### config.mk
export PLATFORM = sky130hd
export DESIGN_NAME = control_transfer
export DESIGN_NICKNAME = d
export VERILOG_FILES = /design/src/hw/usb_ctrl_pkg.sv /design/src/hw/ep0_buf_pkg.sv /design/src/hw/ep0_request_decoder.sv /design/src/hw/descr_rom.sv /design/src/hw/ep0_in_engine.sv /design/src/hw/ep0_out_engine.sv /design/src/hw/uvc_probe_store.sv /design/src/hw/control_transfer.sv
export VERILOG_INCLUDE_DIRS = /design/src /design/src/include
export SDC_FILE = /design/constraint.sdc
export NUM_CORES = 1
export LEC_CHECK = 0
export ABC_AREA = 0
export BUFFER_PORTS_ARGS = -buffer_cell sky130_fd_sc_hd__buf_2
export CAP_MARGIN = 20
export CORE_MARGIN = 8
export CORE_UTILIZATION = 28
export DETAILED_ROUTE_END_ITERATION = 6
export PLACE_DENSITY_LB_ADDON = 0.08
export SLEW_MARGIN = 20
export SYNTH_ARGS = -nofsm -noshare
export SYNTH_HDL_FRONTEND = slang
export SYNTH_SLANG_ARGS = --single-unit
### constraint.sdc
create_clock -name clk -period 10.3 [get_ports clk]
set_input_delay 2.06 -clock clk [delete_from_list [all_inputs] [get_ports clk]]
set_output_delay 2.06 -clock clk [all_outputs]
set_load 0.05 [all_outputs]
### src/include/ep0_cfg.svh
`ifndef EP0_CFG_SVH
`define EP0_CFG_SVH

// descriptor ROM, word addressed
`define EP0_ROM_WORDS       32
`define EP0_DESCR_DEV_BASE  5'd0
`define EP0_DESCR_DEV_LEN   16'd18
`define EP0_DESCR_CFG_BASE  5'd5
`define EP0_DESCR_CFG_LEN   16'd25
`define EP0_DESCR_STR0_BASE 5'd12
`define EP0_DESCR_STR0_LEN  16'd4
`define EP0_DESCR_STR1_BASE 5'd13
`define EP0_DESCR_STR1_LEN  16'd10
`define EP0_DESCR_STR2_BASE 5'd16
`define EP0_DESCR_STR2_LEN  16'd10
`define EP0_DESCR_BOS_BASE  5'd19
`define EP0_DESCR_BOS_LEN   16'd22

// video probe block, bus byte order
`define EP0_PROBE_LEN      16'd34
`define EP0_PROBE_RESET_W0 32'h0000_0101
`define EP0_PROBE_RESET_W1 32'h2A2C_0A00
`define EP0_PROBE_RESET_W2 32'h0000_0000
`define EP0_PROBE_RESET_W3 32'h0000_0000
`define EP0_PROBE_RESET_W4 32'h0000_00C6
`define EP0_PROBE_RESET_W5 32'h9900_D049
`define EP0_PROBE_RESET_W6 32'h0000_4059
`define EP0_PROBE_RESET_W7 32'h7307_0000
`define EP0_PROBE_RESET_W8 32'h0000_0000

`define EP0_SELF_POWERED 1'b1

`endif

### src/hw/descr_rom.hex
// descriptor bytes, four per word, first byte in bits 31:24
12012003
EF020109
B404F100
00010102
00010000
09021900
010100C0
00090400
00000E01
00000724
01000100
00000000
04030904
0A035500
56004300
33000000
0A034300
41004D00
30000000
050F1600
02071002
00000000
0A100300
0E00010A
FF070000
00000000
00000000
00000000
00000000
00000000
00000000
00000000

### src/hw/usb_ctrl_pkg.sv
`default_nettype none

package usb_ctrl_pkg;

	typedef logic [7:0] req_byte_t;

	typedef struct packed {
		req_byte_t   bm_request_type;
		req_byte_t   b_request;
		logic [15:0] w_value;
		logic [15:0] w_index;
		logic [15:0] w_length;
	} setup_pkt_t;

	typedef enum logic [1:0] {kind_standard, kind_class, kind_other} req_kind_t;

	typedef enum logic [2:0] {
		reply_none,
		reply_descr,
		reply_config,
		reply_status,
		reply_probe
	} reply_src_t;

	typedef struct packed {
		logic        start;
		reply_src_t  src;
		req_byte_t   descr_type;
		req_byte_t   descr_index;
		logic [15:0] w_length;
	} reply_req_t;

	typedef struct packed {
		req_byte_t config_value;
		logic      u1_enable;
		logic      u2_enable;
		logic      ltm_enable;
		logic      remote_wakeup;
	} dev_state_t;

	typedef struct packed {
		logic        strobe;
		logic [15:0] num;
		logic [15:0] alt;
	} intf_sel_t;

	// standard requests
	localparam req_byte_t req_get_status        = 8'h00;
	localparam req_byte_t req_set_feature       = 8'h03;
	localparam req_byte_t req_get_descriptor    = 8'h06;
	localparam req_byte_t req_get_configuration = 8'h08;
	localparam req_byte_t req_set_configuration = 8'h09;
	localparam req_byte_t req_set_interface     = 8'h0B;

	// video class
	localparam req_byte_t req_set_cur      = 8'h01;
	localparam req_byte_t req_get_cur      = 8'h81;
	localparam req_byte_t vs_probe_control = 8'h01;

	localparam req_byte_t recipient_device = 8'h00;

	localparam logic [15:0] feat_remote_wakeup = 16'd0;
	localparam logic [15:0] feat_u1_enable     = 16'd48;
	localparam logic [15:0] feat_u2_enable     = 16'd49;
	localparam logic [15:0] feat_ltm_enable    = 16'd50;

	localparam req_byte_t descr_device = 8'd1;
	localparam req_byte_t descr_config = 8'd2;
	localparam req_byte_t descr_string = 8'd3;
	localparam req_byte_t descr_bos    = 8'd15;

endpackage

`default_nettype wire

### src/hw/ep0_buf_pkg.sv
`default_nettype none

package ep0_buf_pkg;

	typedef logic [31:0] buf_word_t;
	typedef logic [10:0] pkt_len_t;
	typedef logic [15:0] xfer_len_t;
	typedef logic [3:0]  word_idx_t;

	typedef struct packed {
		buf_word_t data;
		logic      wren;
		logic      commit;
		pkt_len_t  commit_len;
	} in_buf_t;

	typedef struct packed {
		buf_word_t data;
		pkt_len_t  len;
		logic      has_data;
	} out_buf_t;

endpackage

`default_nettype wire

### src/hw/ep0_request_decoder.sv
`timescale 1ns/100ps
`default_nettype none

module ep0_request_decoder (
	input  wire                      clk,
	input  wire                      rst_n,
	input  wire                      request_active,
	input  wire usb_ctrl_pkg::setup_pkt_t setup,
	output usb_ctrl_pkg::reply_req_t reply_req,
	output usb_ctrl_pkg::dev_state_t dev_state,
	output usb_ctrl_pkg::intf_sel_t  intf_sel,
	output logic                     probe_arm
);
	import usb_ctrl_pkg::*;

	req_kind_t  kind;
	reply_src_t src_c;
	logic       is_std;
	logic       is_class;
	logic       dev_recipient;
	logic       probe_ctl;

	always_comb begin
		case (setup.bm_request_type[6:5])
			2'b00: kind = kind_standard;
			2'b01: kind = kind_class;
			default: kind = kind_other;
		endcase
	end

	assign is_std = kind == kind_standard;
	assign is_class = kind == kind_class;
	assign dev_recipient = setup.w_index[7:0] == recipient_device;
	assign probe_ctl = setup.w_value[15:8] == vs_probe_control;

	// IN-data requests
	always_comb begin
		src_c = reply_none;
		if (is_std) begin
			case (setup.b_request)
				req_get_descriptor: src_c = reply_descr;
				req_get_configuration: src_c = reply_config;
				req_get_status: src_c = reply_status;
				default: src_c = reply_none;
			endcase
		end else if (is_class && probe_ctl && setup.b_request == req_get_cur) begin
			src_c = reply_probe;
		end
	end

	always_ff @(posedge clk or negedge rst_n) begin
		if (!rst_n) begin
			reply_req <= '0;
			dev_state <= '0;
			intf_sel <= '0;
			probe_arm <= 1'b0;
		end else begin
			reply_req.start <= 1'b0;
			intf_sel.strobe <= 1'b0;
			probe_arm <= 1'b0;
			if (request_active) begin
				reply_req.start <= src_c != reply_none;
				reply_req.src <= src_c;
				reply_req.descr_type <= setup.w_value[15:8];
				reply_req.descr_index <= setup.w_value[7:0];
				reply_req.w_length <= setup.w_length;
				if (is_std && setup.b_request == req_set_configuration)
					dev_state.config_value <= setup.w_value[7:0];
				if (is_std && setup.b_request == req_set_interface) begin
					intf_sel.strobe <= 1'b1;
					intf_sel.num <= setup.w_index;
					intf_sel.alt <= setup.w_value;
				end
				// device-level features only, sticky until reset
				if (is_std && setup.b_request == req_set_feature && dev_recipient) begin
					case (setup.w_value)
						feat_u1_enable: dev_state.u1_enable <= 1'b1;
						feat_u2_enable: dev_state.u2_enable <= 1'b1;
						feat_ltm_enable: dev_state.ltm_enable <= 1'b1;
						feat_remote_wakeup: dev_state.remote_wakeup <= setup.w_index[9];
						default: ;
					endcase
				end
				probe_arm <= is_class && probe_ctl && setup.b_request == req_set_cur;
			end
		end
	end

endmodule

`default_nettype wire

### src/hw/descr_rom.sv
`timescale 1ns/100ps
`default_nettype none
`include "ep0_cfg.svh"

module descr_rom (
	input  wire                         clk,
	input  wire usb_ctrl_pkg::req_byte_t descr_type,
	input  wire usb_ctrl_pkg::req_byte_t descr_index,
	output logic                        found,
	output logic [4:0]                  base,
	output ep0_buf_pkg::xfer_len_t      len,
	input  wire [4:0]                   addr,
	output ep0_buf_pkg::buf_word_t      data
);
	import usb_ctrl_pkg::*;
	import ep0_buf_pkg::*;

	buf_word_t mem [`EP0_ROM_WORDS];

	initial begin
		$readmemh("/design/src/hw/descr_rom.hex", mem);
	end

	always_comb begin
		found = 1'b1;
		base = '0;
		len = '0;
		case (descr_type)
			descr_device: begin
				base = `EP0_DESCR_DEV_BASE;
				len = `EP0_DESCR_DEV_LEN;
			end
			descr_config: begin
				base = `EP0_DESCR_CFG_BASE;
				len = `EP0_DESCR_CFG_LEN;
			end
			descr_string: begin
				case (descr_index)
					8'd0: begin
						base = `EP0_DESCR_STR0_BASE;
						len = `EP0_DESCR_STR0_LEN;
					end
					8'd1: begin
						base = `EP0_DESCR_STR1_BASE;
						len = `EP0_DESCR_STR1_LEN;
					end
					8'd2: begin
						base = `EP0_DESCR_STR2_BASE;
						len = `EP0_DESCR_STR2_LEN;
					end
					default: found = 1'b0;
				endcase
			end
			descr_bos: begin
				base = `EP0_DESCR_BOS_BASE;
				len = `EP0_DESCR_BOS_LEN;
			end
			default: found = 1'b0;
		endcase
	end

	always_ff @(posedge clk) begin
		data <= mem[addr];
	end

endmodule

`default_nettype wire

### src/hw/ep0_in_engine.sv
`timescale 1ns/100ps
`default_nettype none
`include "ep0_cfg.svh"

module ep0_in_engine #(
	parameter int max_pkt_bytes = 512
) (
	input  wire                          clk,
	input  wire                          rst_n,
	input  wire usb_ctrl_pkg::reply_req_t reply_req,
	input  wire usb_ctrl_pkg::dev_state_t dev_state,
	input  wire                          rom_found,
	input  wire [4:0]                    rom_base,
	input  wire ep0_buf_pkg::xfer_len_t  rom_len,
	input  wire ep0_buf_pkg::buf_word_t  rom_data,
	output usb_ctrl_pkg::req_byte_t      rom_type,
	output usb_ctrl_pkg::req_byte_t      rom_index,
	output logic [4:0]                   rom_addr,
	output ep0_buf_pkg::word_idx_t       probe_idx,
	input  wire ep0_buf_pkg::buf_word_t  probe_word,
	input  wire                          in_ready,
	output ep0_buf_pkg::in_buf_t         in_buf
);
	import usb_ctrl_pkg::*;
	import ep0_buf_pkg::*;

	typedef enum logic [1:0] {st_idle, st_fetch, st_write, st_commit} state_t;

	state_t     state;
	reply_src_t src_q;
	logic [4:0] base_q;
	logic [4:0] ptr;
	logic [4:0] ptr_nxt;
	xfer_len_t  nat_len;
	xfer_len_t  clamp_len;
	xfer_len_t  remain;
	pkt_len_t   pkt_len_c;
	pkt_len_t   pkt_len;
	pkt_len_t   words_left;
	buf_word_t  word;
	logic       accept;
	logic       wr_fire;

	assign rom_type = reply_req.descr_type;
	assign rom_index = reply_req.descr_index;

	always_comb begin
		case (reply_req.src)
			reply_descr: nat_len = rom_found ? rom_len : '0;
			reply_config: nat_len = 16'd1;
			reply_status: nat_len = 16'd2;
			reply_probe: nat_len = `EP0_PROBE_LEN;
			default: nat_len = '0;
		endcase
	end

	assign clamp_len = (nat_len > reply_req.w_length) ? reply_req.w_length : nat_len;
	// busy engine drops a new start
	assign accept = reply_req.start && state == st_idle && clamp_len != '0;
	assign pkt_len_c = (remain > xfer_len_t'(max_pkt_bytes)) ?
		pkt_len_t'(max_pkt_bytes) : pkt_len_t'(remain);
	assign wr_fire = state == st_write && in_ready;

	// address the word needed next cycle, holds during a stall
	assign ptr_nxt = wr_fire ? ptr + 5'd1 : ptr;
	assign rom_addr = base_q + ptr_nxt;
	assign probe_idx = word_idx_t'(ptr_nxt);

	always_comb begin
		case (src_q)
			reply_descr: word = rom_data;
			reply_config: word = {dev_state.config_value, 24'h0};
			reply_status: word = {3'b000, dev_state.ltm_enable, dev_state.u2_enable,
				dev_state.u1_enable, dev_state.remote_wakeup, `EP0_SELF_POWERED, 24'h0};
			reply_probe: word = probe_word;
			default: word = '0;
		endcase
	end

	always_comb begin
		in_buf.data = word;
		in_buf.wren = wr_fire;
		in_buf.commit = state == st_commit;
		in_buf.commit_len = pkt_len;
	end

	always_ff @(posedge clk or negedge rst_n) begin
		if (!rst_n) begin
			state <= st_idle;
			ptr <= '0;
		end else begin
			ptr <= ptr_nxt;
			case (state)
				st_idle: begin
					if (accept) begin
						state <= st_fetch;
						ptr <= '0;
					end
				end
				st_fetch: state <= st_write;
				st_write: begin
					if (wr_fire && words_left == 11'd1)
						state <= st_commit;
				end
				st_commit: begin
					state <= (remain == xfer_len_t'(pkt_len)) ? st_idle : st_fetch;
				end
				default: state <= st_idle;
			endcase
		end
	end

	always_ff @(posedge clk) begin
		if (accept) begin
			src_q <= reply_req.src;
			base_q <= rom_base;
			remain <= clamp_len;
		end
		if (state == st_fetch) begin
			pkt_len <= pkt_len_c;
			words_left <= (pkt_len_c + 11'd3) >> 2;
		end
		if (wr_fire)
			words_left <= words_left - 11'd1;
		if (state == st_commit)
			remain <= remain - xfer_len_t'(pkt_len);
	end

endmodule

`default_nettype wire

### src/hw/ep0_out_engine.sv
`timescale 1ns/100ps
`default_nettype none

module ep0_out_engine (
	input  wire                         clk,
	input  wire                         rst_n,
	input  wire ep0_buf_pkg::out_buf_t  out_buf,
	output logic                        rden,
	output logic                        ack,
	output logic                        word_valid,
	output ep0_buf_pkg::word_idx_t      word_idx,
	output ep0_buf_pkg::buf_word_t      word
);
	import ep0_buf_pkg::*;

	logic     busy;
	pkt_len_t rd_left;

	assign rden = busy && rd_left != '0;
	// one cycle after the last read strobe
	assign ack = busy && rd_left == '0;
	assign word = out_buf.data;

	always_ff @(posedge clk or negedge rst_n) begin
		if (!rst_n) begin
			busy <= 1'b0;
			rd_left <= '0;
			word_valid <= 1'b0;
			word_idx <= '0;
		end else begin
			word_valid <= rden;
			if (!busy) begin
				if (out_buf.has_data) begin
					busy <= 1'b1;
					rd_left <= (out_buf.len + 11'd3) >> 2;
				end
			end else if (rden) begin
				rd_left <= rd_left - 11'd1;
			end else begin
				busy <= 1'b0;
			end
			if (!busy)
				word_idx <= '0;
			else if (word_valid)
				word_idx <= word_idx + 4'd1;
		end
	end

endmodule

`default_nettype wire

### src/hw/uvc_probe_store.sv
`timescale 1ns/100ps
`default_nettype none
`include "ep0_cfg.svh"

module uvc_probe_store (
	input  wire                         clk,
	input  wire                         rst_n,
	input  wire                         probe_arm,
	input  wire                         word_valid,
	input  wire ep0_buf_pkg::word_idx_t word_idx,
	input  wire ep0_buf_pkg::buf_word_t word,
	input  wire ep0_buf_pkg::word_idx_t rd_idx,
	output ep0_buf_pkg::buf_word_t      rd_word
);
	import ep0_buf_pkg::*;

	localparam int probe_words = (`EP0_PROBE_LEN + 3) / 4;

	logic      armed;
	logic      commit_q;
	logic      take;
	buf_word_t shadow [probe_words];
	buf_word_t cur [probe_words];

	assign take = armed && word_valid && word_idx < word_idx_t'(probe_words);

	always_ff @(posedge clk or negedge rst_n) begin
		if (!rst_n) begin
			armed <= 1'b0;
			commit_q <= 1'b0;
			cur <= '{`EP0_PROBE_RESET_W0, `EP0_PROBE_RESET_W1, `EP0_PROBE_RESET_W2,
				`EP0_PROBE_RESET_W3, `EP0_PROBE_RESET_W4, `EP0_PROBE_RESET_W5,
				`EP0_PROBE_RESET_W6, `EP0_PROBE_RESET_W7, `EP0_PROBE_RESET_W8};
		end else begin
			commit_q <= 1'b0;
			if (probe_arm) begin
				armed <= 1'b1;
			end else if (take && word_idx == word_idx_t'(probe_words - 1)) begin
				armed <= 1'b0;
				commit_q <= 1'b1;
			end
			// whole block at once
			if (commit_q)
				cur <= shadow;
		end
	end

	always_ff @(posedge clk) begin
		if (take)
			shadow[word_idx] <= word;
		rd_word <= (rd_idx < word_idx_t'(probe_words)) ? cur[rd_idx] : '0;
	end

endmodule

`default_nettype wire

### src/hw/control_transfer.sv
`timescale 1ns/100ps
`default_nettype none

module control_transfer #(
	parameter int max_pkt_bytes = 512
) (
	input  wire                           clk,
	input  wire                           rst_n,
	input  wire                           request_active,
	input  wire usb_ctrl_pkg::setup_pkt_t setup,
	input  wire                           in_ready,
	output ep0_buf_pkg::in_buf_t          in_buf,
	input  wire ep0_buf_pkg::out_buf_t    out_buf,
	output logic                          out_rden,
	output logic                          out_ack,
	output usb_ctrl_pkg::req_byte_t       current_config_value,
	output usb_ctrl_pkg::intf_sel_t       intf_sel
);
	import usb_ctrl_pkg::*;
	import ep0_buf_pkg::*;

	reply_req_t reply_req;
	dev_state_t dev_state;
	logic       probe_arm;
	req_byte_t  rom_type;
	req_byte_t  rom_index;
	logic       rom_found;
	logic [4:0] rom_base;
	xfer_len_t  rom_len;
	logic [4:0] rom_addr;
	buf_word_t  rom_data;
	word_idx_t  probe_idx;
	buf_word_t  probe_word;
	logic       word_valid;
	word_idx_t  word_idx;
	buf_word_t  out_word;

	assign current_config_value = dev_state.config_value;

	ep0_request_decoder u_decoder (
		.clk            (clk),
		.rst_n          (rst_n),
		.request_active (request_active),
		.setup          (setup),
		.reply_req      (reply_req),
		.dev_state      (dev_state),
		.intf_sel       (intf_sel),
		.probe_arm      (probe_arm)
	);

	descr_rom u_rom (
		.clk         (clk),
		.descr_type  (rom_type),
		.descr_index (rom_index),
		.found       (rom_found),
		.base        (rom_base),
		.len         (rom_len),
		.addr        (rom_addr),
		.data        (rom_data)
	);

	ep0_in_engine #(
		.max_pkt_bytes (max_pkt_bytes)
	) u_in (
		.clk        (clk),
		.rst_n      (rst_n),
		.reply_req  (reply_req),
		.dev_state  (dev_state),
		.rom_found  (rom_found),
		.rom_base   (rom_base),
		.rom_len    (rom_len),
		.rom_data   (rom_data),
		.rom_type   (rom_type),
		.rom_index  (rom_index),
		.rom_addr   (rom_addr),
		.probe_idx  (probe_idx),
		.probe_word (probe_word),
		.in_ready   (in_ready),
		.in_buf     (in_buf)
	);

	ep0_out_engine u_out (
		.clk        (clk),
		.rst_n      (rst_n),
		.out_buf    (out_buf),
		.rden       (out_rden),
		.ack        (out_ack),
		.word_valid (word_valid),
		.word_idx   (word_idx),
		.word       (out_word)
	);

	uvc_probe_store u_probe (
		.clk        (clk),
		.rst_n      (rst_n),
		.probe_arm  (probe_arm),
		.word_valid (word_valid),
		.word_idx   (word_idx),
		.word       (out_word),
		.rd_idx     (probe_idx),
		.rd_word    (probe_word)
	);

endmodule

`default_nettype wire

==> impl_summary.md, run 1 <==
Run status
The run finished with clean final reports.

Logic synthesis
In the synthesized netlist, the cells that appear most often are 358 x dfrtp_1, 358 x mux2_2, 329 x edfxtp_1, 139 x mux2i_1, 87 x nand2_1. After synthesis, the largest family of logic cells by area is multiplexers. Ranked by total cell area, the synthesized netlist is headed by edfxtp_1 32%, dfrtp_1 29%, mux2_2 13%. The synthesized netlist devotes roughly 1.3% of its cell area to XOR and XNOR gates. In the synthesized netlist, mux cells make up between 20% and 30% of the area.

In this run the mean area of a mapped cell was around 16 µm². Counting flops with an async set or reset pin after synthesis yields a share of a little over half. In this run the biggest area consumer among cell types represents about a third of the synthesized area. The number of nets produced by synthesis is between 2,000 and 2,500. The post-synthesis instance total is slightly below 2,000. The synthesized-area fraction occupied by ao, oa, aoi and oai cells is 2.814%. The mapped cell area is around 30,000 µm². The synthesis-stage register bit count is about 760. Of the total synthesized cell area, the portion taken by full adders, half adders and majority gates is ~1.3%. For this run, the number of Yosys warnings is 0. The synthesized netlist devotes around 5.4% of its cell area to simple gates.

Summed over all instances, the cell type with the most area after synthesis is edfxtp_1. The flip-flop cell with the highest count after synthesis is dfrtp_1. The number of enable-type register cells in the synthesized netlist is around 330.

Counting distinct cell types in the post-synthesis netlist gives 61. The register area share after synthesis is between 60% and 70%.

STA
The worst hold slack is about 0.46 ns. The count of endpoints failing setup in the final report is 0. The setup clock skew after layout is 0.02893 ns. The number of slew-limit violations in the final report came to 0. The period utilization is 52.69%. At the pin with the least slew margin, the transition time is 1.013 ns. Setup repair after global routing left no endpoint under its margin.

The summed negative setup slack over all endpoints is 0 ns. The minimum clock period after layout is 5.427 ns. Derived from the worst setup path, the maximum achievable clock frequency is 184.3 MHz.

In this run the tightest slew margin relative to its limit is ~32%. The number of hold violations in the final report is 0.

Place
The final weighted congestion in routability-driven placement is 0.7348. During placement, the flow inserted port buffers numbering around 190. The number of placed instances, taps included, is ~3,500. Detailed placement finished with a half-perimeter wire length of ~44,000 µm.

Routing
Wire segments on met3 add up to around 2900 µm in the final route. Dividing the detail-routed wire length by the instance count gives roughly 21 µm. Dividing the detail-routed via count by the number of cells gives 4.558. In the final routing, the length of wire on met1 measures 35,010 µm.

The count of nets left with antenna violations once routing finished came out at 0. For this block, the routed nets add up to just under 80,000 µm of wire. The number of iterations in the first detailed-routing pass is 4. The total length of routed met2 wires is about 38,000 µm. The top metal layer carrying routed signals is met5. The remaining routing DRC violations is 0. The detailed router finished its first iteration with 760 violations. Detailed routing inserted a total of between 15,000 and 20,000 vias.

Clocking
The total number of clock tree sinks is approximately 760. The number of post-CTS setup repair buffers is 0. CTS built an H-tree with a depth of 3. The hold buffer count at CTS is 0. The total CTS buffers is a little over 90. In this run, post-CTS repair resized a total of 0 instances. The clock transition at the registers of the reported paths is around 0.060 ns.

In this run the deepest clock path goes through 3 buffers. The clock root buffer is clkbuf_16. The source-to-sink clock delay at the later pin of the worst-skew pair is ~0.66 ns. TritonCTS built the clock tree.

Setup path
The nature of the critical path startpoint is an input pin. Data on the critical path arrives at its endpoint at 3.37 ns. The worst path required time is a little over 8 ns. The number of cell instances on the worst register-to-register path is 12. The largest driver fanout on the critical path is 18. The critical path is of the input pin to primary output type.

The worst setup path is captured at a primary output.

Layout
The post-route core utilization is 33.28%. From synthesis to final layout, the design area changed by 18.43%. After the flow finishes, the layout carries non-filler instances totaling roughly 3,700. The layout has between 10,000 and 15,000 filler cells. In the final layout, the multi-input gates occupy around 9600 µm².

The layout net count is between 2,000 and 2,500. Of the cells placed in the final design, the portion with a size suffix greater than 1 is between 30% and 40%. In the final layout, flip-flops and latches occupy 20,450 µm².

Global routing
The global-route wire length before repair is about 120,000 µm. Global routing finished with a remaining overflow of 0. The number of antenna violations at the first check in global routing came to 13. The largest net degree at the start of global routing is between 100 and 150. The number of global-route vias before repair is between 15,000 and 20,000.

In the global route stage, overall resource usage came out at 12.95%.

Flow run
Across the run, the number of max-cap violations was 0.

Floorplan
The effective utilization at floorplan is between 20 and 30%. The floorplan has between 100 and 150 rows. The die covers approximately 120,000 µm². The floorplan step set the die width to roughly 350 µm. Measured along the y axis, the die boundary spans between 300 and 400 µm. The area of the core is 108,400 µm². The total I/O pin count is 200.

Pwr
The standby leakage power is ~0.015 µW. Dividing total power by cell area gives a power density of roughly 220 nW/µm². The worst-case IR drop observed on VDD is roughly 0.00015 V.

Worst hold path
The number of stages on the worst hold path is 1. The tightest min-delay check is of the register to register type.
## power by group
part           switching (µW)  internal, µW  total, µW
clock                    1280          1850       3140
combinational             896           527       1420
sequential                119          3300       3410
## through the flow
| step | power, µW | setup WS [ns] | area [µm²] |
|---|---|---|---|
| floorplan | 4425 | 5.644 | 30460 |
| global placement | 4936 | 4.236 | 33080 |
| detailed placement | 4948 | 4.223 | 33080 |
| CTS | 8166 | 4.823 | 36060 |
| global route | 8387 | 4.730 | 36060 |
| finish | 7974 | 4.873 | 36070 |
## flip-flops by register name, indices dropped and copies added (netlist names)
signal               cells
u_in.src_q               3
u_in.words_left         11
u_decoder.intf_sel      33
u_out.busy               1
u_out.word_valid         1
u_probe.rd_word         32
u_decoder.dev_state     12
u_decoder.probe_arm      1
u_probe.shadow         288
u_out.word_idx           4
u_out.rd_left           11
u_in.ptr                 4
u_in.remain             16
u_probe.commit_q         1
u_decoder.reply_req     36
u_probe.cur            288
u_in.pkt_len            11
u_in.state               2
u_probe.armed            1
## per-layer routing
metal | track usage, % | vias to the layer above
li1 | - | 7616
met1 | 16.48 | 8716
met2 | 22.12 | 269
met3 | 2.949 | 125
met4 | 3.493 | 6
met5 | 0 | -
## final timing paths
| kind | start | to | slack, ns |
|---|---|---|---|
| setup reg to reg | u_decoder.reply_req[24] | u_in.remain[11] | 5.41 |
| setup / recovery | in_ready | in_buf[12] | 4.87 |
| min in group asynchronous | rst_n | u_probe.cur[3] | 1.45 |
| hold / removal | u_probe.shadow[94] | u_probe.cur[94] | 0.46 |
| max in group asynchronous | rst_n | u_probe.cur[18] | 7.36 |
| hold reg to reg | u_probe.shadow[94] | u_probe.cur[94] | 0.46 |
## worst max-delay path: stages
cell and delay (ns):
buf_2 0.12, nand2_1 0.39, inv_1 0.42, buf_2 0.37
## layout by cell type, fill, tap and decap left out, types with 17 or more instances in the layout
cell type  synthesis  final
mux2i_1          139    138
ha_1              31     31
mux2_2           358    358
nand2_1           87     87
nor2_1            59     58
xor2_1            24     23
edfxtp_1         329    329
buf_4              9     22
nor3_1            20     20
xnor2_1           22     20
dfstp_2           37     37
clkinv_2           0     23
clkbuf_16          0     95
dfrtp_1          358    357
dfxtp_1           32     32
o21ai_0           70     70
mux4_2            32     32
and2_1            46     38
inv_1             37     36
buf_2             17    192
nand3_1           17     17
clkbuf_1          58     29
a21oi_1           22     22
## area by class of cell
| type | count | share of cell area, % |
|---|---|---|
| diodes | 5 | 0.03469 |
| clock buffers | 134 | 7.274 |
| clock inverters | 38 | 0.9678 |
| inverters | 37 | 0.3850 |
| multi-input cells | 1071 | 26.51 |
| flip-flops and latches | 756 | 56.71 |
| well taps | 1414 | 4.905 |
| repair buffers | 216 | 3.219 |
## cell families (layout without fill, tap and decap cells)
group	Yosys count	count (layout)
AO/OA/AOI/OAI	141	141
XOR/XNOR	46	46
adder cells (fa/ha/maj)	32	32
buffers and inverters	126	425
flip-flops	756	756
multiplexers	530	530
other	1	6
AND/OR/NAND/NOR	321	321
Note: power is estimated with default switching activity, not from simulation.
==> inputs of run 2 (changes only) <==
==> constraint.sdc (replaced) <==
create_clock -name clk -period 4.4 [get_ports clk]
set_input_delay 0.88 -clock clk [delete_from_list [all_inputs] [get_ports clk]]
set_output_delay 0.88 -clock clk [all_outputs]
set_load 0.05 [all_outputs]
==> run 2 against run 1 <==
  * Clock-buffer cell count increased by 1
  * Hold slack lost 0.18 ns
  * Sequential cell count did not move
  * Non-clock buffer count up 20
  * Core utilization increased by 0.42 points
  * Critical endpoint is now u_in.remain[8]
  * Sequential share of layout area decreased by 0.71 points
  * Design area up 1.3%
  * Worst setup slack got worse by 4.4 ns
==> impl_summary.md, run 2 (same netlist as run 1, synthesis figures left out) <==
Pwr
The maximum resistive drop on vdd is 0.0004244 V (was 0.0001455 V). The power per cell area came to 525.5 nW/µm² (was 221.1 nW/µm²). The standby leakage power is 0.01536 µW (was 0.01515 µW).

The total power came to 19,200 µW (was 7974 µW).

Routing
The residual antenna-violating net count after detailed routing came to 0 (unchanged). The total detailed-routing wirelength was 79,040 µm (was 78,310 µm). The number of violations reported at the end of detailed-routing iteration 0 is 849 (was 760). The routed wire length per instance is 21.41 µm (was 21.33 µm). The overall via count from detail_route is 16,800 (was 16,730). The remaining routing DRC violations is 0 (unchanged). The number of iterations in the first detailed-routing pass is 5 (was 4).

The average vias per placed instance was 4.551 (was 4.558).

STA
Setup repair after global routing missed its margin: false (unchanged). The minimum clock period after layout is between 3 and 4 ns. The setup clock skew after layout is 0.04422 ns (was 0.02893 ns). The slew at the pin closest to its max-slew limit is 0.9042 ns (was 1.013 ns). The worst path uses around nine tenths of the clock period. The count of endpoints failing setup in the final report is 0 (unchanged). The number of hold violations in the final report was 0 (unchanged). The worst relative slew slack is 39.72% (was 32.46%).

The number of slew-limit violations in the final report was 0 (unchanged). Static timing analysis puts the maximum clock frequency at about 250 MHz.

Place
The placed wire-length estimate is 47,500 µm (was 43,960 µm). The final weighted congestion in routability-driven placement is 0.7707 (was 0.7348). The number of port buffers is 193 (unchanged).

Floorplan
The effective utilization at floorplan is 28.10% (unchanged). The total I/O pin count is 200 (unchanged). The cell row count is 121 (unchanged). The die boundary width was 345.8 µm (unchanged). The area of the core is 108,400 µm² (unchanged).

The die outline area is 119,600 µm² (unchanged). The y dimension of the die came to 345.8 µm (unchanged).

Layout
The post-route core utilization was 33.70% (was 33.28%). The area of the multi-input gates is 9569 µm² (was 9562 µm²). The layout net count is 2,338 (was 2,317). The count of fill cells added during filler insertion is 10,530 (was 10,610).

The relative area change from synthesis to final layout is 19.94% (was 18.43%). Highest-count cells in the layout ignoring fill and taps: 358 x mux2_2, 357 x dfrtp_1, 329 x edfxtp_1, 192 x buf_2, 138 x mux2i_1 (unchanged). Regs by FF count: u_probe.cur (288), u_probe.shadow (288), u_decoder.reply_req (36) (unchanged). The register area is 20,450 µm² (unchanged).

The most common library cell in the layout ignoring fill and taps is mux2_2 (unchanged). The share of layout cells above drive strength 1 is 36.87% (was 36.10%).

Clocking
The clock transition at the registers of the reported paths was 0.06 ns (about the same). The hold buffer count at CTS is 0 (unchanged). The TritonCTS clock tree is yes (unchanged). The total number of clock tree sinks was 756 (unchanged). The total CTS buffers is 92 (was 91).

The number of buffers on the longest clock path is 3 (unchanged). The source-to-sink clock delay at the later pin of the worst-skew pair was 0.68 ns (was 0.66 ns). The clock root buffer is clkbuf_16 (unchanged). The maximum level of the CTS H-tree came to 3 (unchanged).

Global routing
The largest net degree at the start of global routing is 88 (was 143). The number of antenna violations at the first check in global routing is 14 (was 13). The leftover overflow at the end of global routing came to 0 (unchanged). The global-route wire length before repair came to 121,200 µm (was 119,200 µm). The global-route total usage across every layer is 13.16% (was 12.95%). The number of global-route vias before repair is 18,650 (was 18,450).

Worst hold path
The path type of the worst min-delay path is input pin to async pin (was register to register).

Setup path
The nature of the critical path startpoint is a register (was input pin). The arrival time at the worst endpoint was 4.28 ns (was 3.37 ns). The kind of critical path is register to register (was input pin to primary output). The worst path required time is 4.72 ns (was 8.24 ns).

The largest driver fanout on the critical path came to 16 (was 18). The capturing element type of the critical path is a register (was primary output).

Run status
Status: completed (unchanged).

Flow run
The max-capacitance violation count is 0 (unchanged).
-- run 2: metal layers --
| metal | part of all wire (%) | track usage, % | vias up |
|---|---|---|---|
| li1 | - | - | 7676 |
| met1 | 45 | 16.98 | 8711 |
| met2 | 49 | 22.47 | 291 |
| met3 | 3.8 | 2.756 | 122 |
| met4 | 2.2 | 3.306 | 4 |
| met5 | 0.028 | 0 | - |
-- run 2: path summary, 6_finish.rpt --
kind / from / depth (start not counted) / to / slack, ns
hold reg to reg: u_probe.shadow[77] / 1 / u_probe.cur[77] / 0.45
hold / removal: rst_n / 1 / u_decoder.reply_req[5] / 0.28
max in group asynchronous: rst_n / 2 / u_probe.cur[264] / 3.18
setup / recovery: u_decoder.reply_req[27] / 12 / u_in.remain[8] / 0.44
setup reg to reg: u_decoder.reply_req[27] / 12 / u_in.remain[8] / 0.44
min in group clk: u_probe.shadow[77] / 1 / u_probe.cur[77] / 0.45
-- run 2: power by group --
| part | leakage (µW) | switching (µW) | total (µW) | internal (µW) |
|---|---|---|---|---|
| sequential | 0.00850 | 277 | 7990 | 7710 |
| clock | 0.00153 | 3100 | 7770 | 4660 |
| combinational | 0.00533 | 2150 | 3440 | 1300 |
-- run 2: per-stage QoR --
step	cell area (µm²)	TNS (ns)	setup WS, ns	std cells	hold slack, ns
2_1_floorplan	30460	0	0.6964	1953	0.4033
3_3_place_gp	33360	-0.4113	-0.02748	3514	0.4558
3_5_place_dp	33360	-3.148	-0.1990	3514	0.4599
4_1_cts	36510	0	0.001482	3687	0.2807
5_1_grt	36520	0	0.06321	3687	0.3033
6_report	36530	0	0.4420	3692	0.2835
-- run 2: cell type report --
class                   count  share of cell area (%)
clock inverters            38                   1.411
diodes                      5                 0.03425
clock buffers             135                   7.210
flip-flops and latches    756                   55.99
inverters                  37                  0.3802
well taps                1414                   4.843
multi-input cells        1071                   26.20
repair buffers            236                   3.932
-- run 2: worst max-delay path, cell delays in order (launching register included) --
cell and delay, ns:
dfrtp_1 0.44, nor4b_1 0.45, a211oi_1 0.12, o21ai_0 0.13, nand3_1 0.16, o21ai_0 0.29
ha_1 0.30, nor2b_1 0.13, o31ai_1 0.45, a2111oi_4 0.17, and3_1 0.23, nor3_4 0.37
or2_4 0.37
-- run 2: what timing repair did --
| action | in CTS | in global routing |
|---|---|---|
| resized for setup | 1 | 2 |
| endpoints found under the setup margin | 16 | 16 |
| buffers inserted | 0 | 0 |
==> inputs of run 3 (changes only) <==
==> constraint.sdc (replaced) <==
create_clock -name clk -period 3.4 [get_ports clk]
set_input_delay 0.68 -clock clk [delete_from_list [all_inputs] [get_ports clk]]
set_output_delay 0.68 -clock clk [all_outputs]
set_load 0.05 [all_outputs]
==> run 3 against run 2 <==
  * Clock-buffer cell count grew 3
  * Final cell count grew 1.1%
  * Core utilization grew 0.45 points
  * Critical path depth grew 1
  * Fmax grew 17%
  * Clock skew shrank 0.019 ns
  * Clock power grew 21%
  * Wire length grew 0.93%
  * Sequential cell count is the same
  * Worst setup slack lost 0.43 ns
  * Largest cell class unchanged
==> impl_summary.md, run 3 (same netlist as run 1, synthesis figures left out) <==
Global routing
The leftover overflow at the end of global routing is 0 (unchanged). The number of antenna violations at the first check in global routing is 13 (was 14). The largest net degree at the start of global routing was 128 (was 88). The global-route wire length before repair was 121,500 µm (was 121,200 µm).

The global-route total usage across every layer is 13.20% (was 13.16%). The number of global-route vias before repair is 18,710 (was 18,650).

STA
The minimum clock period after layout is 3.387 ns (was 3.958 ns). The worst relative slew slack was 34.59% (was 39.72%). The maximum frequency from static timing analysis came to 295.2 MHz (was 252.7 MHz). The slew at the pin closest to its max-slew limit is 0.9811 ns (was 0.9042 ns). The number of hold violations in the final report is 0 (unchanged). The post-layout worst setup margin is 0.01255 ns (was 0.4420 ns). The period utilization was 99.63% (was 89.96%). The count of endpoints failing setup in the final report came to 0 (unchanged).

The setup clock skew after layout came to 0.02548 ns (was 0.04422 ns). Setup repair after global routing missed its margin: true (was false). The number of slew-limit violations in the final report is 0 (unchanged).

Place
The final weighted congestion in routability-driven placement was 0.7853 (was 0.7707). The number of port buffers came to 193 (unchanged). The placed wire-length estimate is 48,240 µm (was 47,500 µm). The number of cells after detailed placement is 3,549 (was 3,514). The worst slack at placement was -0.2456 ns (was -0.1990 ns).

Routing
The residual antenna-violating net count after detailed routing came to 0 (unchanged). The average vias per placed instance is 4.553 (was 4.551). The routed wire length per instance is 21.37 µm (was 21.41 µm). The number of iterations in the first detailed-routing pass is 4 (was 5).

The number of violations reported at the end of detailed-routing iteration 0 is 761 (was 849). The remaining routing DRC violations is 0 (unchanged). The total detailed-routing wirelength is 79,770 µm (was 79,040 µm).

The overall via count from detail_route was 17,000 (was 16,800).

Clocking
The total CTS buffers was 90 (was 92). The total number of clock tree sinks is 756 (unchanged). The maximum level of the CTS H-tree is 3 (unchanged).

The clock root buffer is clkbuf_16 (unchanged). The TritonCTS clock tree is yes (unchanged). The number of buffers on the longest clock path came to 3 (unchanged). The source-to-sink clock delay at the later pin of the worst-skew pair is 0.65 ns (was 0.68 ns). The clock transition at the registers of the reported paths is 0.06 ns (about the same).

Layout
The share of layout cells above drive strength 1 is 38.79% (was 36.87%). The relative area change from synthesis to final layout is 21.55% (was 19.94%). The count of non-filler cells in the finished layout is 3,733 (was 3,692). The most common library cell in the layout ignoring fill and taps is mux2_2 (unchanged). Regs by FF count: u_probe.cur (288), u_probe.shadow (288), u_decoder.reply_req (36) (unchanged). Highest-count cells in the layout ignoring fill and taps: 358 x mux2_2, 355 x dfrtp_1, 329 x edfxtp_1, 191 x buf_2, 138 x mux2i_1 (was 358 x mux2_2, 357 x dfrtp_1, 329 x edfxtp_1, 192 x buf_2, 138 x mux2i_1). The layout net count is 2,382 (was 2,338).

Floorplan
The effective utilization at floorplan is 28.10% (unchanged). The die outline area is 119,600 µm² (unchanged). The cell row count is 121 (unchanged). The die boundary width was 345.8 µm (unchanged). The total I/O pin count is 200 (unchanged). The area of the core is 108,400 µm² (unchanged). The y dimension of the die came to 345.8 µm (unchanged).

Setup path
The register-to-register setup slack is 0.01 ns (was 0.44 ns). The start point of the critical path is u_decoder.reply_req[30] (was u_decoder.reply_req[27]). The reg-to-reg critical path startpoint is u_decoder.reply_req[30] (was u_decoder.reply_req[27]).

The nature of the critical path startpoint is a register (unchanged). The arrival time at the worst endpoint is 3.77 ns (was 4.28 ns). The worst path required time is 3.78 ns (was 4.72 ns). The capturing element type of the critical path is a register (unchanged). The terminus of the critical flop-to-flop path was u_in.remain[15] (was u_in.remain[8]). The number of cell instances on the worst register-to-register path was 13 (was 12). The kind of critical path is register to register (unchanged).

The largest driver fanout on the critical path is 8 (was 16).

Run status
Status: completed (unchanged).

Worst hold path
The path type of the worst min-delay path is input pin to async pin (unchanged).

Pwr
The standby leakage power is 0.01559 µW (was 0.01536 µW). The power per cell area came to 661.5 nW/µm² (was 525.5 nW/µm²). The total power is 24,490 µW (was 19,200 µW). The maximum resistive drop on vdd is 0.0005008 V (was 0.0004244 V).

Flow run
The max-capacitance violation count is 0 (unchanged).
## run 3: changes by cell type in the layout (fill, tap and decap cells not counted), sizes merged
cell	change
buf	+45
bufinv	-6
clkbuf	+3
clkinv	+1
clkinvlp	-2
diode	-1
or2	+1
## run 3: how the worst max path moves through the flow
| stage | slack [ns] | to |
|---|---|---|
| after floorplan | 0.03 | u_in.remain[0] |
| after global placement | -0.16 | u_in.remain[6] |
| after detailed placement | -0.25 | u_in.remain[8] |
| after CTS | 0.003 | u_in.remain[9] |
| after global routing | -0.10 | u_in.remain[10] |
| final | 0.01 | u_in.remain[15] |
## run 3: worst max-delay path, cell delays in order (launching register included)
cell and delay [ns]:
dfrtp_1 0.38, or4_4 0.57, nor2_4 0.17, nand3_4 0.11, o21ai_4 0.19, ha_4 0.22
nor2b_2 0.15, o31ai_2 0.16, buf_4 0.16, a2111oi_4 0.06, buf_4 0.17, a2111oi_4 0.36
nor3_4 0.09, or2_4 0.32
## run 3: layout make-up
cell class,instances,area [µm²]
well taps,1414,1769
diodes,4,10.01
repair buffers,281,1956
inverters,37,138.9
fillers,10490,71380
clock buffers,138,2669
clock inverters,31,245.2
multi-input cells,1072,9774
flip-flops and latches,756,20460
## run 3: per-stage QoR
step | util (%) | TNS [ns] | cell area, µm² | hold slack, ns
floorplan | - | 0 | 30490 | 0.3844
global placement | 31.20 | -2.638 | 33820 | 0.4563
detailed placement | 31.20 | -4.421 | 33820 | 0.4530
CTS | 33.98 | 0 | 36830 | 0.1274
global route | 34.14 | -1.597 | 37010 | 0.1542
finish | 34.15 | 0 | 37020 | 0.1155
## run 3: per-layer routing
layer  wire length (µm)  share of wire [%]  GRT usage, %
met5                 41              0.051             0
met3               3434                4.3         2.702
met1              35150                 44         16.73
met2              39370                 49         22.72
met4               1770                2.2         3.806
## run 3: repair_timing
action	4_1_cts	5_1_grt
pin swaps	7	21
gates cloned	1	0
setup endpoints to repair	26	26
gates resized for setup	17	25
hold buffers	0	0
setup buffers	3	7
## run 3: power breakdown
| group | total (µW) | switching (µW) | internal [µW] | leakage, µW |
|---|---|---|---|---|
| clock | 9380 | 3810 | 5570 | 0.00142 |
| combinational | 4760 | 2860 | 1890 | 0.00567 |
| sequential | 10400 | 371 | 9980 | 0.00850 |
| total | 24500 | 7040 | 17400 | 0.0156 |
